===== src/logic/glip_fx3_macros.svh =====
// Shared widths, FX3 endpoint addresses and timing constants; include wherever they are needed
`ifndef GLIP_FX3_MACROS_SVH
`define GLIP_FX3_MACROS_SVH

// Data bus width of the FX3 GPIF interface
`define GLIP_FX3_WIDTH 16

// Endpoint addresses on fx3_a
`define GLIP_FX3_EP_IN 2'd0
`define GLIP_FX3_EP_OUT 2'd3

// Cycles from a read strobe to data on the bus (3 suits fast clocks)
`define GLIP_FX3_READ_LATENCY 2

// Wait for an almost flag before falling back to a single-word transfer
`define GLIP_FX3_SWRW_WAIT 15

// Idle cycles before a zero-length packet is sent
`define GLIP_FX3_FLUSH_TIMEOUT 10000

`endif

===== src/logic/glip_fx3_pkg.sv =====
// Types shared by the FX3 bridge RTL and its testbench; import with glip_fx3_pkg::*
`include "glip_fx3_macros.svh"

package glip_fx3_pkg;

   typedef logic [`GLIP_FX3_WIDTH-1:0] fx3_word_t;

   // Flag pins after inversion with every bit active high
   typedef struct packed {
      logic in_full;
      logic in_almost_full;
      logic out_empty;
      logic out_almost_empty;
   } fx3_flags_t;

   // Control outputs before inversion onto the pins
   typedef struct packed {
      logic       rd;
      logic       wr;
      logic       oe;
      logic       pktend;
      logic       dq_drive;
      logic [1:0] adr;
   } fx3_ctrl_t;

   typedef enum logic [4:0] {
      st_idle, st_flg_c_rcvd, st_wait_flg_d, st_read,
      st_read_drain_1, st_read_drain_2, st_read_drain_3,
      st_read_drain_4, st_read_drain_5, st_read_drain_6,
      st_flg_a_rcvd, st_wait_flg_b, st_write, st_write_drain_1, st_write_drain_2,
      st_write_flush, st_sw_read, st_sw_write, st_sw_write_waitflg
   } fx3_state_t;

endpackage


===== src/logic/glip_fx3_top.sv =====
// Top level of the FX3 slave-FIFO bridge; connect the FX3 pins and the user valid/ready ports
`timescale 1ns/100ps
`include "glip_fx3_macros.svh"

module glip_fx3_top import glip_fx3_pkg::*; #(
   parameter int buffer_depth = 16,
   parameter int flush_timeout = `GLIP_FX3_FLUSH_TIMEOUT
) (
   input  logic      fx3_pclk,
   input  logic      rst,
   input  logic      fx3_com_rst,
   output logic      com_rst,

   // FX3 interface with the bus split for an external tristate pad
   input  fx3_word_t fx3_dq_in,
   output fx3_word_t fx3_dq_out,
   output logic      fx3_dq_oe,
   output logic      fx3_sloe_n,
   output logic      fx3_slrd_n,
   output logic      fx3_slwr_n,
   output logic      fx3_pktend_n,
   output logic [1:0] fx3_a,
   input  logic      fx3_flaga_n,
   input  logic      fx3_flagb_n,
   input  logic      fx3_flagc_n,
   input  logic      fx3_flagd_n,

   // User side toward the host
   input  logic      fifo_out_valid,
   output logic      fifo_out_ready,
   input  fx3_word_t fifo_out_data,

   // User side from the host
   output logic      fifo_in_valid,
   input  logic      fifo_in_ready,
   output fx3_word_t fifo_in_data
);

   logic int_rst;
   fx3_flags_t flags;
   fx3_ctrl_t ctrl;
   logic eg_full;
   logic eg_empty;
   logic eg_pop;
   logic ig_almost_full;
   logic ig_empty;
   logic ig_push;
   fx3_word_t ig_data;

   assign int_rst = rst | fx3_com_rst;
   assign com_rst = int_rst;

   assign flags.in_full = ~fx3_flaga_n;
   assign flags.in_almost_full = ~fx3_flagb_n;
   assign flags.out_empty = ~fx3_flagc_n;
   assign flags.out_almost_empty = ~fx3_flagd_n;

   assign fx3_slrd_n = ~ctrl.rd;
   assign fx3_slwr_n = ~ctrl.wr;
   assign fx3_sloe_n = ~ctrl.oe;
   assign fx3_pktend_n = ~ctrl.pktend;
   assign fx3_a = ctrl.adr;
   assign fx3_dq_oe = ctrl.dq_drive;

   assign fifo_out_ready = ~eg_full;
   assign fifo_in_valid = ~ig_empty;

   slave_fifo_fsm #(.flush_timeout(flush_timeout)) fsm_i (
      .fx3_pclk, .int_rst, .flags, .ctrl, .eg_empty, .eg_pop,
      .ig_almost_full, .ig_push, .ig_data, .dq_in(fx3_dq_in)
   );

   // Head word goes straight onto the bus
   sync_fifo #(.depth(buffer_depth), .almost_full_margin(1)) egress_fifo_i (
      .fx3_pclk, .int_rst,
      .push(fifo_out_valid), .push_data(fifo_out_data), .full(eg_full), .almost_full(),
      .pop(eg_pop), .pop_data(fx3_dq_out), .empty(eg_empty)
   );

   // Margin absorbs reads still in flight when the machine stops
   sync_fifo #(
      .depth(buffer_depth),
      .almost_full_margin(`GLIP_FX3_READ_LATENCY + 4)
   ) ingress_fifo_i (
      .fx3_pclk, .int_rst,
      .push(ig_push), .push_data(ig_data), .full(), .almost_full(ig_almost_full),
      .pop(fifo_in_ready), .pop_data(fifo_in_data), .empty(ig_empty)
   );

endmodule


===== src/logic/slave_fifo_fsm.sv =====
// FX3 slave-FIFO control machine; drives strobes and address, moves words between bus and FIFOs
`timescale 1ns/100ps
`include "glip_fx3_macros.svh"

module slave_fifo_fsm import glip_fx3_pkg::*; #(
   parameter int flush_timeout = `GLIP_FX3_FLUSH_TIMEOUT
) (
   input  logic       fx3_pclk,
   input  logic       int_rst,
   input  fx3_flags_t flags,
   output fx3_ctrl_t  ctrl,
   input  logic       eg_empty,
   output logic       eg_pop,
   input  logic       ig_almost_full,
   output logic       ig_push,
   output fx3_word_t  ig_data,
   input  fx3_word_t  dq_in
);

   localparam int timer_w = $clog2(flush_timeout + 1);
   localparam int swrw_w = $clog2(`GLIP_FX3_SWRW_WAIT + 1);
   localparam int lat = `GLIP_FX3_READ_LATENCY;

   fx3_state_t state;
   fx3_state_t nxt_state;
   logic [timer_w-1:0] idle_cnt;
   logic [timer_w-1:0] nxt_idle_cnt;
   logic [swrw_w-1:0] swrw_cnt;
   logic [swrw_w-1:0] nxt_swrw_cnt;
   logic flush;
   logic nxt_flush;
   logic [lat-1:0] rd_pipe;
   logic ig_push_q;
   fx3_word_t ig_data_q;

   always_ff @(posedge fx3_pclk or posedge int_rst) begin
      if (int_rst) begin
         state <= st_idle;
         idle_cnt <= '0;
         swrw_cnt <= '0;
         // Send a zero-length packet once after reset
         flush <= 1'b1;
      end else begin
         state <= nxt_state;
         idle_cnt <= nxt_idle_cnt;
         swrw_cnt <= nxt_swrw_cnt;
         flush <= nxt_flush;
      end
   end

   always_comb begin
      nxt_state = state;
      nxt_idle_cnt = (idle_cnt != '0) ? idle_cnt - 1'b1 : '0;
      nxt_swrw_cnt = (swrw_cnt != '0) ? swrw_cnt - 1'b1 : '0;
      nxt_flush = flush | (idle_cnt == timer_w'(1));
      ctrl = '0;
      ctrl.adr = `GLIP_FX3_EP_IN;

      case (state)
         st_idle: begin
            if (!flags.in_full && !eg_empty) begin
               nxt_state = st_flg_a_rcvd;
            end else if (flush) begin
               nxt_state = st_write_flush;
            end else if (!flags.out_empty && !ig_almost_full) begin
               nxt_state = st_flg_c_rcvd;
            end
         end

         // Write path toward the host
         st_flg_a_rcvd: begin
            ctrl.dq_drive = 1'b1;
            nxt_idle_cnt = '0;
            nxt_flush = 1'b0;
            nxt_swrw_cnt = swrw_w'(`GLIP_FX3_SWRW_WAIT);
            nxt_state = st_wait_flg_b;
         end
         st_wait_flg_b: begin
            ctrl.dq_drive = 1'b1;
            if (flags.in_full) begin
               nxt_idle_cnt = timer_w'(flush_timeout);
               nxt_state = st_idle;
            end else if (!flags.in_almost_full) begin
               nxt_state = st_write;
            end else if (swrw_cnt == swrw_w'(1)) begin
               nxt_state = st_sw_write;
            end
         end
         st_write: begin
            ctrl.dq_drive = 1'b1;
            if (eg_empty) begin
               nxt_idle_cnt = timer_w'(flush_timeout);
               nxt_state = st_idle;
            end else begin
               ctrl.wr = 1'b1;
               if (flags.in_almost_full) begin
                  nxt_state = st_write_drain_1;
               end
            end
         end
         // FX3 still takes two words after almost full
         st_write_drain_1: begin
            ctrl.dq_drive = 1'b1;
            ctrl.wr = ~eg_empty;
            nxt_state = st_write_drain_2;
         end
         st_write_drain_2: begin
            ctrl.dq_drive = 1'b1;
            ctrl.wr = ~eg_empty;
            nxt_idle_cnt = timer_w'(flush_timeout);
            nxt_state = st_idle;
         end
         st_sw_write: begin
            ctrl.dq_drive = 1'b1;
            ctrl.wr = ~eg_empty;
            nxt_swrw_cnt = swrw_w'(3);
            nxt_state = st_sw_write_waitflg;
         end
         // Let the flags settle after the single word
         st_sw_write_waitflg: begin
            ctrl.dq_drive = 1'b1;
            if (swrw_cnt == swrw_w'(1)) begin
               nxt_idle_cnt = timer_w'(flush_timeout);
               nxt_state = st_idle;
            end
         end
         st_write_flush: begin
            ctrl.dq_drive = 1'b1;
            ctrl.pktend = ~flags.in_full;
            nxt_flush = 1'b0;
            nxt_state = st_idle;
         end

         // Read path from the host
         st_flg_c_rcvd: begin
            ctrl.adr = `GLIP_FX3_EP_OUT;
            nxt_swrw_cnt = swrw_w'(`GLIP_FX3_SWRW_WAIT);
            nxt_state = st_wait_flg_d;
         end
         st_wait_flg_d: begin
            ctrl.adr = `GLIP_FX3_EP_OUT;
            if (flags.out_empty) begin
               nxt_state = st_idle;
            end else if (!flags.out_almost_empty) begin
               nxt_state = st_read;
            end else if (swrw_cnt == swrw_w'(1)) begin
               nxt_state = st_sw_read;
            end
         end
         st_read: begin
            ctrl.adr = `GLIP_FX3_EP_OUT;
            ctrl.oe = 1'b1;
            ctrl.rd = ~ig_almost_full;
            if (ig_almost_full) begin
               nxt_state = st_read_drain_4;
            end else if (flags.out_almost_empty) begin
               nxt_state = st_read_drain_1;
            end
         end
         st_sw_read: begin
            ctrl.adr = `GLIP_FX3_EP_OUT;
            ctrl.oe = 1'b1;
            ctrl.rd = 1'b1;
            nxt_state = st_read_drain_4;
         end
         st_read_drain_1, st_read_drain_2, st_read_drain_3: begin
            ctrl.adr = `GLIP_FX3_EP_OUT;
            ctrl.oe = 1'b1;
            ctrl.rd = 1'b1;
            nxt_state = (state == st_read_drain_3) ? st_read_drain_4 :
                        (state == st_read_drain_2) ? st_read_drain_3 : st_read_drain_2;
         end
         // Hold oe until the last issued read has returned
         st_read_drain_4, st_read_drain_5, st_read_drain_6: begin
            ctrl.adr = `GLIP_FX3_EP_OUT;
            ctrl.oe = 1'b1;
            if (state == st_read_drain_4) begin
               nxt_state = st_read_drain_5;
            end else if (state == st_read_drain_5 && lat > 2) begin
               nxt_state = st_read_drain_6;
            end else begin
               nxt_state = st_idle;
            end
         end
         default: nxt_state = st_idle;
      endcase
   end

   assign eg_pop = ctrl.wr;

   // Qualified read strobes travel until their word is on the bus
   always_ff @(posedge fx3_pclk or posedge int_rst) begin
      if (int_rst) begin
         rd_pipe <= '0;
         ig_push_q <= 1'b0;
      end else begin
         rd_pipe[0] <= ctrl.rd & ~flags.out_empty;
         for (int i = 1; i < lat; i++) begin
            rd_pipe[i] <= rd_pipe[i-1];
         end
         ig_push_q <= rd_pipe[lat-1];
      end
   end

   always_ff @(posedge fx3_pclk) begin
      ig_data_q <= dq_in;
   end

   assign ig_push = ig_push_q;
   assign ig_data = ig_data_q;

endmodule


===== src/logic/sync_fifo.sv =====
// First-word-fall-through FIFO on fx3_pclk; buffers data in both directions of the bridge
`timescale 1ns/100ps

module sync_fifo import glip_fx3_pkg::*; #(
   parameter int depth = 16,
   parameter int almost_full_margin = 6
) (
   input  logic      fx3_pclk,
   input  logic      int_rst,
   input  logic      push,
   input  fx3_word_t push_data,
   output logic      full,
   output logic      almost_full,
   input  logic      pop,
   output fx3_word_t pop_data,
   output logic      empty
);

   localparam int aw = (depth > 1) ? $clog2(depth) : 1;
   localparam int cw = $clog2(depth + 1);

   fx3_word_t mem [depth];
   logic [aw-1:0] wr_ptr;
   logic [aw-1:0] rd_ptr;
   logic [cw-1:0] count;
   logic do_push;
   logic do_pop;

   assign full = (count == cw'(depth));
   assign empty = (count == '0);
   // Free space at or below the margin
   assign almost_full = (cw'(depth) - count) <= cw'(almost_full_margin);

   assign do_push = push & ~full;
   assign do_pop = pop & ~empty;

   // Head word shown without a read request
   assign pop_data = mem[rd_ptr];

   always_ff @(posedge fx3_pclk) begin
      if (do_push) begin
         mem[wr_ptr] <= push_data;
      end
   end

   always_ff @(posedge fx3_pclk or posedge int_rst) begin
      if (int_rst) begin
         wr_ptr <= '0;
         rd_ptr <= '0;
         count <= '0;
      end else begin
         if (do_push) begin
            wr_ptr <= (wr_ptr == aw'(depth - 1)) ? '0 : wr_ptr + 1'b1;
         end
         if (do_pop) begin
            rd_ptr <= (rd_ptr == aw'(depth - 1)) ? '0 : rd_ptr + 1'b1;
         end
         if (do_push && !do_pop) begin
            count <= count + 1'b1;
         end else if (do_pop && !do_push) begin
            count <= count - 1'b1;
         end
      end
   end

endmodule


===== config.mk =====
export PLATFORM = sky130hd
export DESIGN_NAME = glip_fx3_top
export DESIGN_NICKNAME = d
export VERILOG_FILES = /design/src/logic/glip_fx3_pkg.sv /design/src/logic/glip_fx3_top.sv /design/src/logic/slave_fifo_fsm.sv /design/src/logic/sync_fifo.sv
export VERILOG_INCLUDE_DIRS = /design/src /design/src/logic
export SDC_FILE = /design/constraint.sdc
export NUM_CORES = 1
export LEC_CHECK = 0
export BUFFER_PORTS_ARGS = -buffer_cell sky130_fd_sc_hd__buf_2
export CORE_UTILIZATION = 66
export CTS_CLUSTER_DIAMETER = 40
export DETAILED_ROUTE_END_ITERATION = 6
export PLACE_DENSITY_LB_ADDON = 0.15
export SLEW_MARGIN = 20
export SYNTH_ARGS = -nofsm -noshare
export SYNTH_HDL_FRONTEND = slang
export SYNTH_HIERARCHICAL = 1
export SYNTH_SLANG_ARGS = --single-unit

===== constraint.sdc =====
create_clock -name fx3_pclk -period 6.5 [get_ports fx3_pclk]
set_clock_uncertainty 0.1 [all_clocks]
set_input_delay 1.95 -clock fx3_pclk [delete_from_list [all_inputs] [get_ports fx3_pclk]]
set_output_delay 1.95 -clock fx3_pclk [all_outputs]
set_load 0.01 [all_outputs]

# Yosys cells after proc, flatten, opt, wreduce, memory -nomap -nowiden
# Memory sizes are Yosys's and may differ from the RTL's.
# Cells that the tools add are included.
# totals
ff_bits	69
latchBits	0
ram_bits	512
mem_bits_ro	0
inputBits	41
out_inout_bits	42
word_cells	149
n_memories	2
# memory_table
name	words	word_bits	rd	rd_ports_with_merged_regs	wr	line	text
egress_fifo_i.mem	16	16	1	0	1	sync_fifo.sv:22	fx3_word_t mem [depth];
ingress_fifo_i.mem	16	16	1	0	1	sync_fifo.sv:22	
# classes
add_sub_neg	11
multipliers	0
div	0
order_cmp	1
n_eq_ne	32
n_shift	0
muxes	45
n_bitwise	16
reduce_logical	29
# op_table
cell	n
2-to-1 mux 5 bit	19
one-hot mux 14 bit (5 select lines)	1
one-hot mux 5 bit (13 select lines)	1
2-to-1 mux 14 bit	4
equality test 5 x 4 -> 1 bit (second input constant)	8
equality test 5 bit (second input constant)	5
2-to-1 mux 4 bit	6
equality test 5 x 3 -> 1 bit (second input constant)	4
adder 4 x 1 -> 4 bit (second input constant)	4
equality test 4 bit (second input constant)	4
OR reduction 8 bit	2
logical NOT 5 bit	3
equality test 14 x 1 -> 1 bit (second input constant)	1
nonzero test 14 bit	1
subtractor 14 x 1 -> 14 bit (second input constant)	1
adder 5 x 1 -> 5 bit (second input constant)	2
equality test 5 x 2 -> 1 bit (second input constant)	2
OR reduction 10 bit	1
subtractor 5 x 1 -> 5 bit (second input constant)	2
2-to-1 mux 1 bit	9
NOT 1 bit	9
OR reduction 3 bit	3
inequality test 4 x 3 -> 1 bit (second input constant)	2
one-hot mux 4 bit (2 select lines)	1
19 further kinds	39

# Depth between registers and ports, before layout
# logic_depth
depth_word	8
mapped_depth	15
ltp_nobuf	14

# Hierarchy
# Netlist, hierarchy kept.
# by_module_without_submodules
module	instances	cells_per_inst	area_each_um2	seq_area_each_um2
sync_fifo (ingress_fifo_i)	1	502	10616.4	8012.7
sync_fifo (egress_fifo_i)	1	509	10595.2	8012.7
slave_fifo_fsm	1	281	2373.5	997.2
glip_fx3_top	1	11	43.8	0.0

# Worst setup path after synthesis
# Ideal clock, no wire load.
# synth_timing
kind	in2out
startpoint	input port fx3_flaga_n
endpoint	output port fx3_pktend_n
arrival_ps	2441
required_time_ps	4450
setup_slack_ps	2009
cell_stages	4
path_buffers	1
path_cell_list	inv_1 > clkbuf_1 > nor3_1 > inv_1
# synth_lines
item	line	text
from (decl)	glip_fx3_top.sv:23	input logic fx3_flaga_n,
to (decl)	glip_fx3_top.sv:21	output logic fx3_pktend_n,

# Worst setup path in the final report
# layout_timing
startpoint	register ingress_fifo_i.rd_ptr[0]
endpoint	output port fifo_in_data[13]
# layout_between
elab_chain_cells	1
# layout_rtl
item	line	text
from (decl)	sync_fifo.sv:24	logic [aw-1:0] rd_ptr;
from (signal assigned)	sync_fifo.sv:56	rd_ptr <= (rd_ptr == aw'(depth - 1)) ? '0 : rd_ptr + 1'b1;
memory (16 x 16 bit)	-	
to (decl)	glip_fx3_top.sv:36	output fx3_word_t fifo_in_data
# No other way between the ends.

==> reports/summary.txt <==
IO Pins -> 83
Syn Area/Cell -> 18.2 um^2
WL per Instance -> 27.0 um
outcome -> finished clean
final slew viol count -> 0
Internal -> 8.31 mW
initial DRC count -> 1316
r2r endpoint -> egress_fifo_i/count[4]
Worst Reg-to-Reg Cells -> 12
DRT Pass-1 Iters -> 5
Comb pwr share -> 0.255
clock root buffer master -> clkbuf_16
CTS tree -> yes
GRT Util Overall -> 0.295
Area Growth Syn to Fin -> 13.7%
first-pass GRT wire length -> 77400 um
most common cell after layout, fill and taps aside -> edfxtp_1
Peak VDD IR -> 341 uV
worst setup path start -> ingress_fifo_i/rd_ptr[0]
Switching Fraction -> 0.309
CTS Buf Count -> 69
Syn Inst Count -> 1295
Placer Congestion -> 0.877
Setup crit end -> fifo_in_data[13]
largest net degree at the start of global routing -> 53
PD cells -> 449 nW/um^2
Reg2Reg Setup Slack -> 2.16 ns
placed wire-length estimate -> 27100 um
crit-path max FO -> 39
Port Buf Inserts -> 82
final net count -> 1474
max-cap violations -> 0
Ys Warns -> 6
num rows -> 68
Peak Freq -> 196 MHz
RR Startpoint -> fsm_i/state[3]
cts hold-fix bufs -> 0
Detail Route Antenna Nets -> 0
measured slew at the worst slew-check pin -> 1.23 ns
most frequent cells in the layout -> 512 x edfxtp_1, 120 x mux4_2, 82 x buf_2
nature of the critical path endpoint -> output port
Die Ht -> 191 um
filler instances -> 1888
Net Sw Power -> 3.73 mW
sequential share of power -> 0.415
drc violations -> 0
Skew-Pair Late Insertion Delay -> 0.58 ns
Vias -> 12733
Die Area -> 36500 um^2
total grt overflow -> 0
Longest Clk Path Bufs -> 3
worst rel slew slack -> 0.181
unrepaired setup endpoints after global routing -> false
Std-Cell Core Area -> 34900 um^2
initial antenna violation count -> 2
min Tclk post-route -> 5.11 ns
H-tree depth -> 3
Setup TNS Final -> 0 ns
Req. time, crit path -> 4.45 ns
count of final setup violators -> 0
vias in the first global route -> 12891
post-layout util -> 0.769
Synth Cell Area -> 23600 um^2
post-CTS setup buffer count -> 0
via-per-instance ratio -> 6.65
clock sink count -> 581
syn_nets -> 1365
starting density of the core -> 0.676
Clk pwr share -> 0.329
final setup margin -> 1.39 ns
Worst-path clk slew -> 0.05 ns
CP startpoint kind -> flop
share of layout cells above drive strength 1 -> 0.266
Final Cycle Share -> 0.786
Final Routed Wirelength -> 51800 um
HP Class -> reg -> reg
total leakage power -> 9.20 nW
pre-CTS worst setup slack -> 1.82 ns
final hold viol count -> 0
Die Span X -> 191 um
Data arrival, critical path -> 3.06 ns
post-CTS sizing -> 0
critical path class -> reg -> out
[critical path: stages, from the launching register on]
cell	delay, ns
dfrtp_4	0.91
buf_4	0.43
mux4_2	0.57
a22oi_1	0.22
nand2_1	0.15
buf_2	0.17
[flip-flops by register name, indices dropped and copies added, names as in the netlist, 5 cells and up]
register and cells:
egress_fifo_i/mem 256, ingress_fifo_i/mem 256, fsm_i/ig_data 16, fsm_i/idle_cnt 14, egress_fifo_i/count 5, fsm_i/state 5
ingress_fifo_i/count 5
[stage by stage]
stage,power (mW),cell area [um^2],hold slack [ns],std cells
floorplan,7.24,23600,0.231,1295
global placement,7.97,24400,0.233,1787
detailed placement,8.06,24400,0.238,1787
CTS,12.1,26800,0.242,1913
global route,12.5,26800,0.251,1914
finish,12.0,26800,0.243,1915
[final cells by class]
class	instances	area (um^2)	area share
sequential	581	17000	0.635
multi-input combinational	607	6080	0.227
clock buffer	81	1850	0.0688
timing repair buffer	105	591	0.0220
tap	455	569	0.0212
clock inverter	45	537	0.0200
inverter	40	150	0.00560
antenna	1	2.50	0.0000933
[worst min path at each step]
stage | from | cells after the start | slack [ns] | to
floorplan | fsm_i/rd_pipe[1] | 0 | 0.23 | fsm_i/ig_push
global placement | fsm_i/rd_pipe[1] | 0 | 0.23 | fsm_i/ig_push
detailed placement | fsm_i/rd_pipe[0] | 0 | 0.24 | fsm_i/rd_pipe[1]
finish | fsm_i/rd_pipe[0] | 0 | 0.24 | fsm_i/rd_pipe[1]
global route | fsm_i/rd_pipe[0] | 0 | 0.25 | fsm_i/rd_pipe[1]
CTS | fsm_i/rd_pipe[0] | 0 | 0.24 | fsm_i/rd_pipe[1]
[layer usage]
metal,vias up,track usage,share of wire
li1,5435,-,-
met1,6491,0.418,0.39
met2,724,0.465,0.49
met3,83,0.0622,0.097
met4,0,0.0963,0.022
met5,-,0,0
[power by group through the flow]
stage / combinational, mW / clock (mW) / sequential (mW)
6_report: 3.07 / 3.97 / 5.00
5_1_grt: 3.32 / 4.14 / 5.08
4_1_cts: 3.07 / 4.00 / 5.00
3_5_place_dp: 3.00 / 0 / 5.06
3_3_place_gp: 2.93 / 0 / 5.04
2_1_floorplan: 2.55 / 0 / 4.70
(Power assumes the default switching activity.)
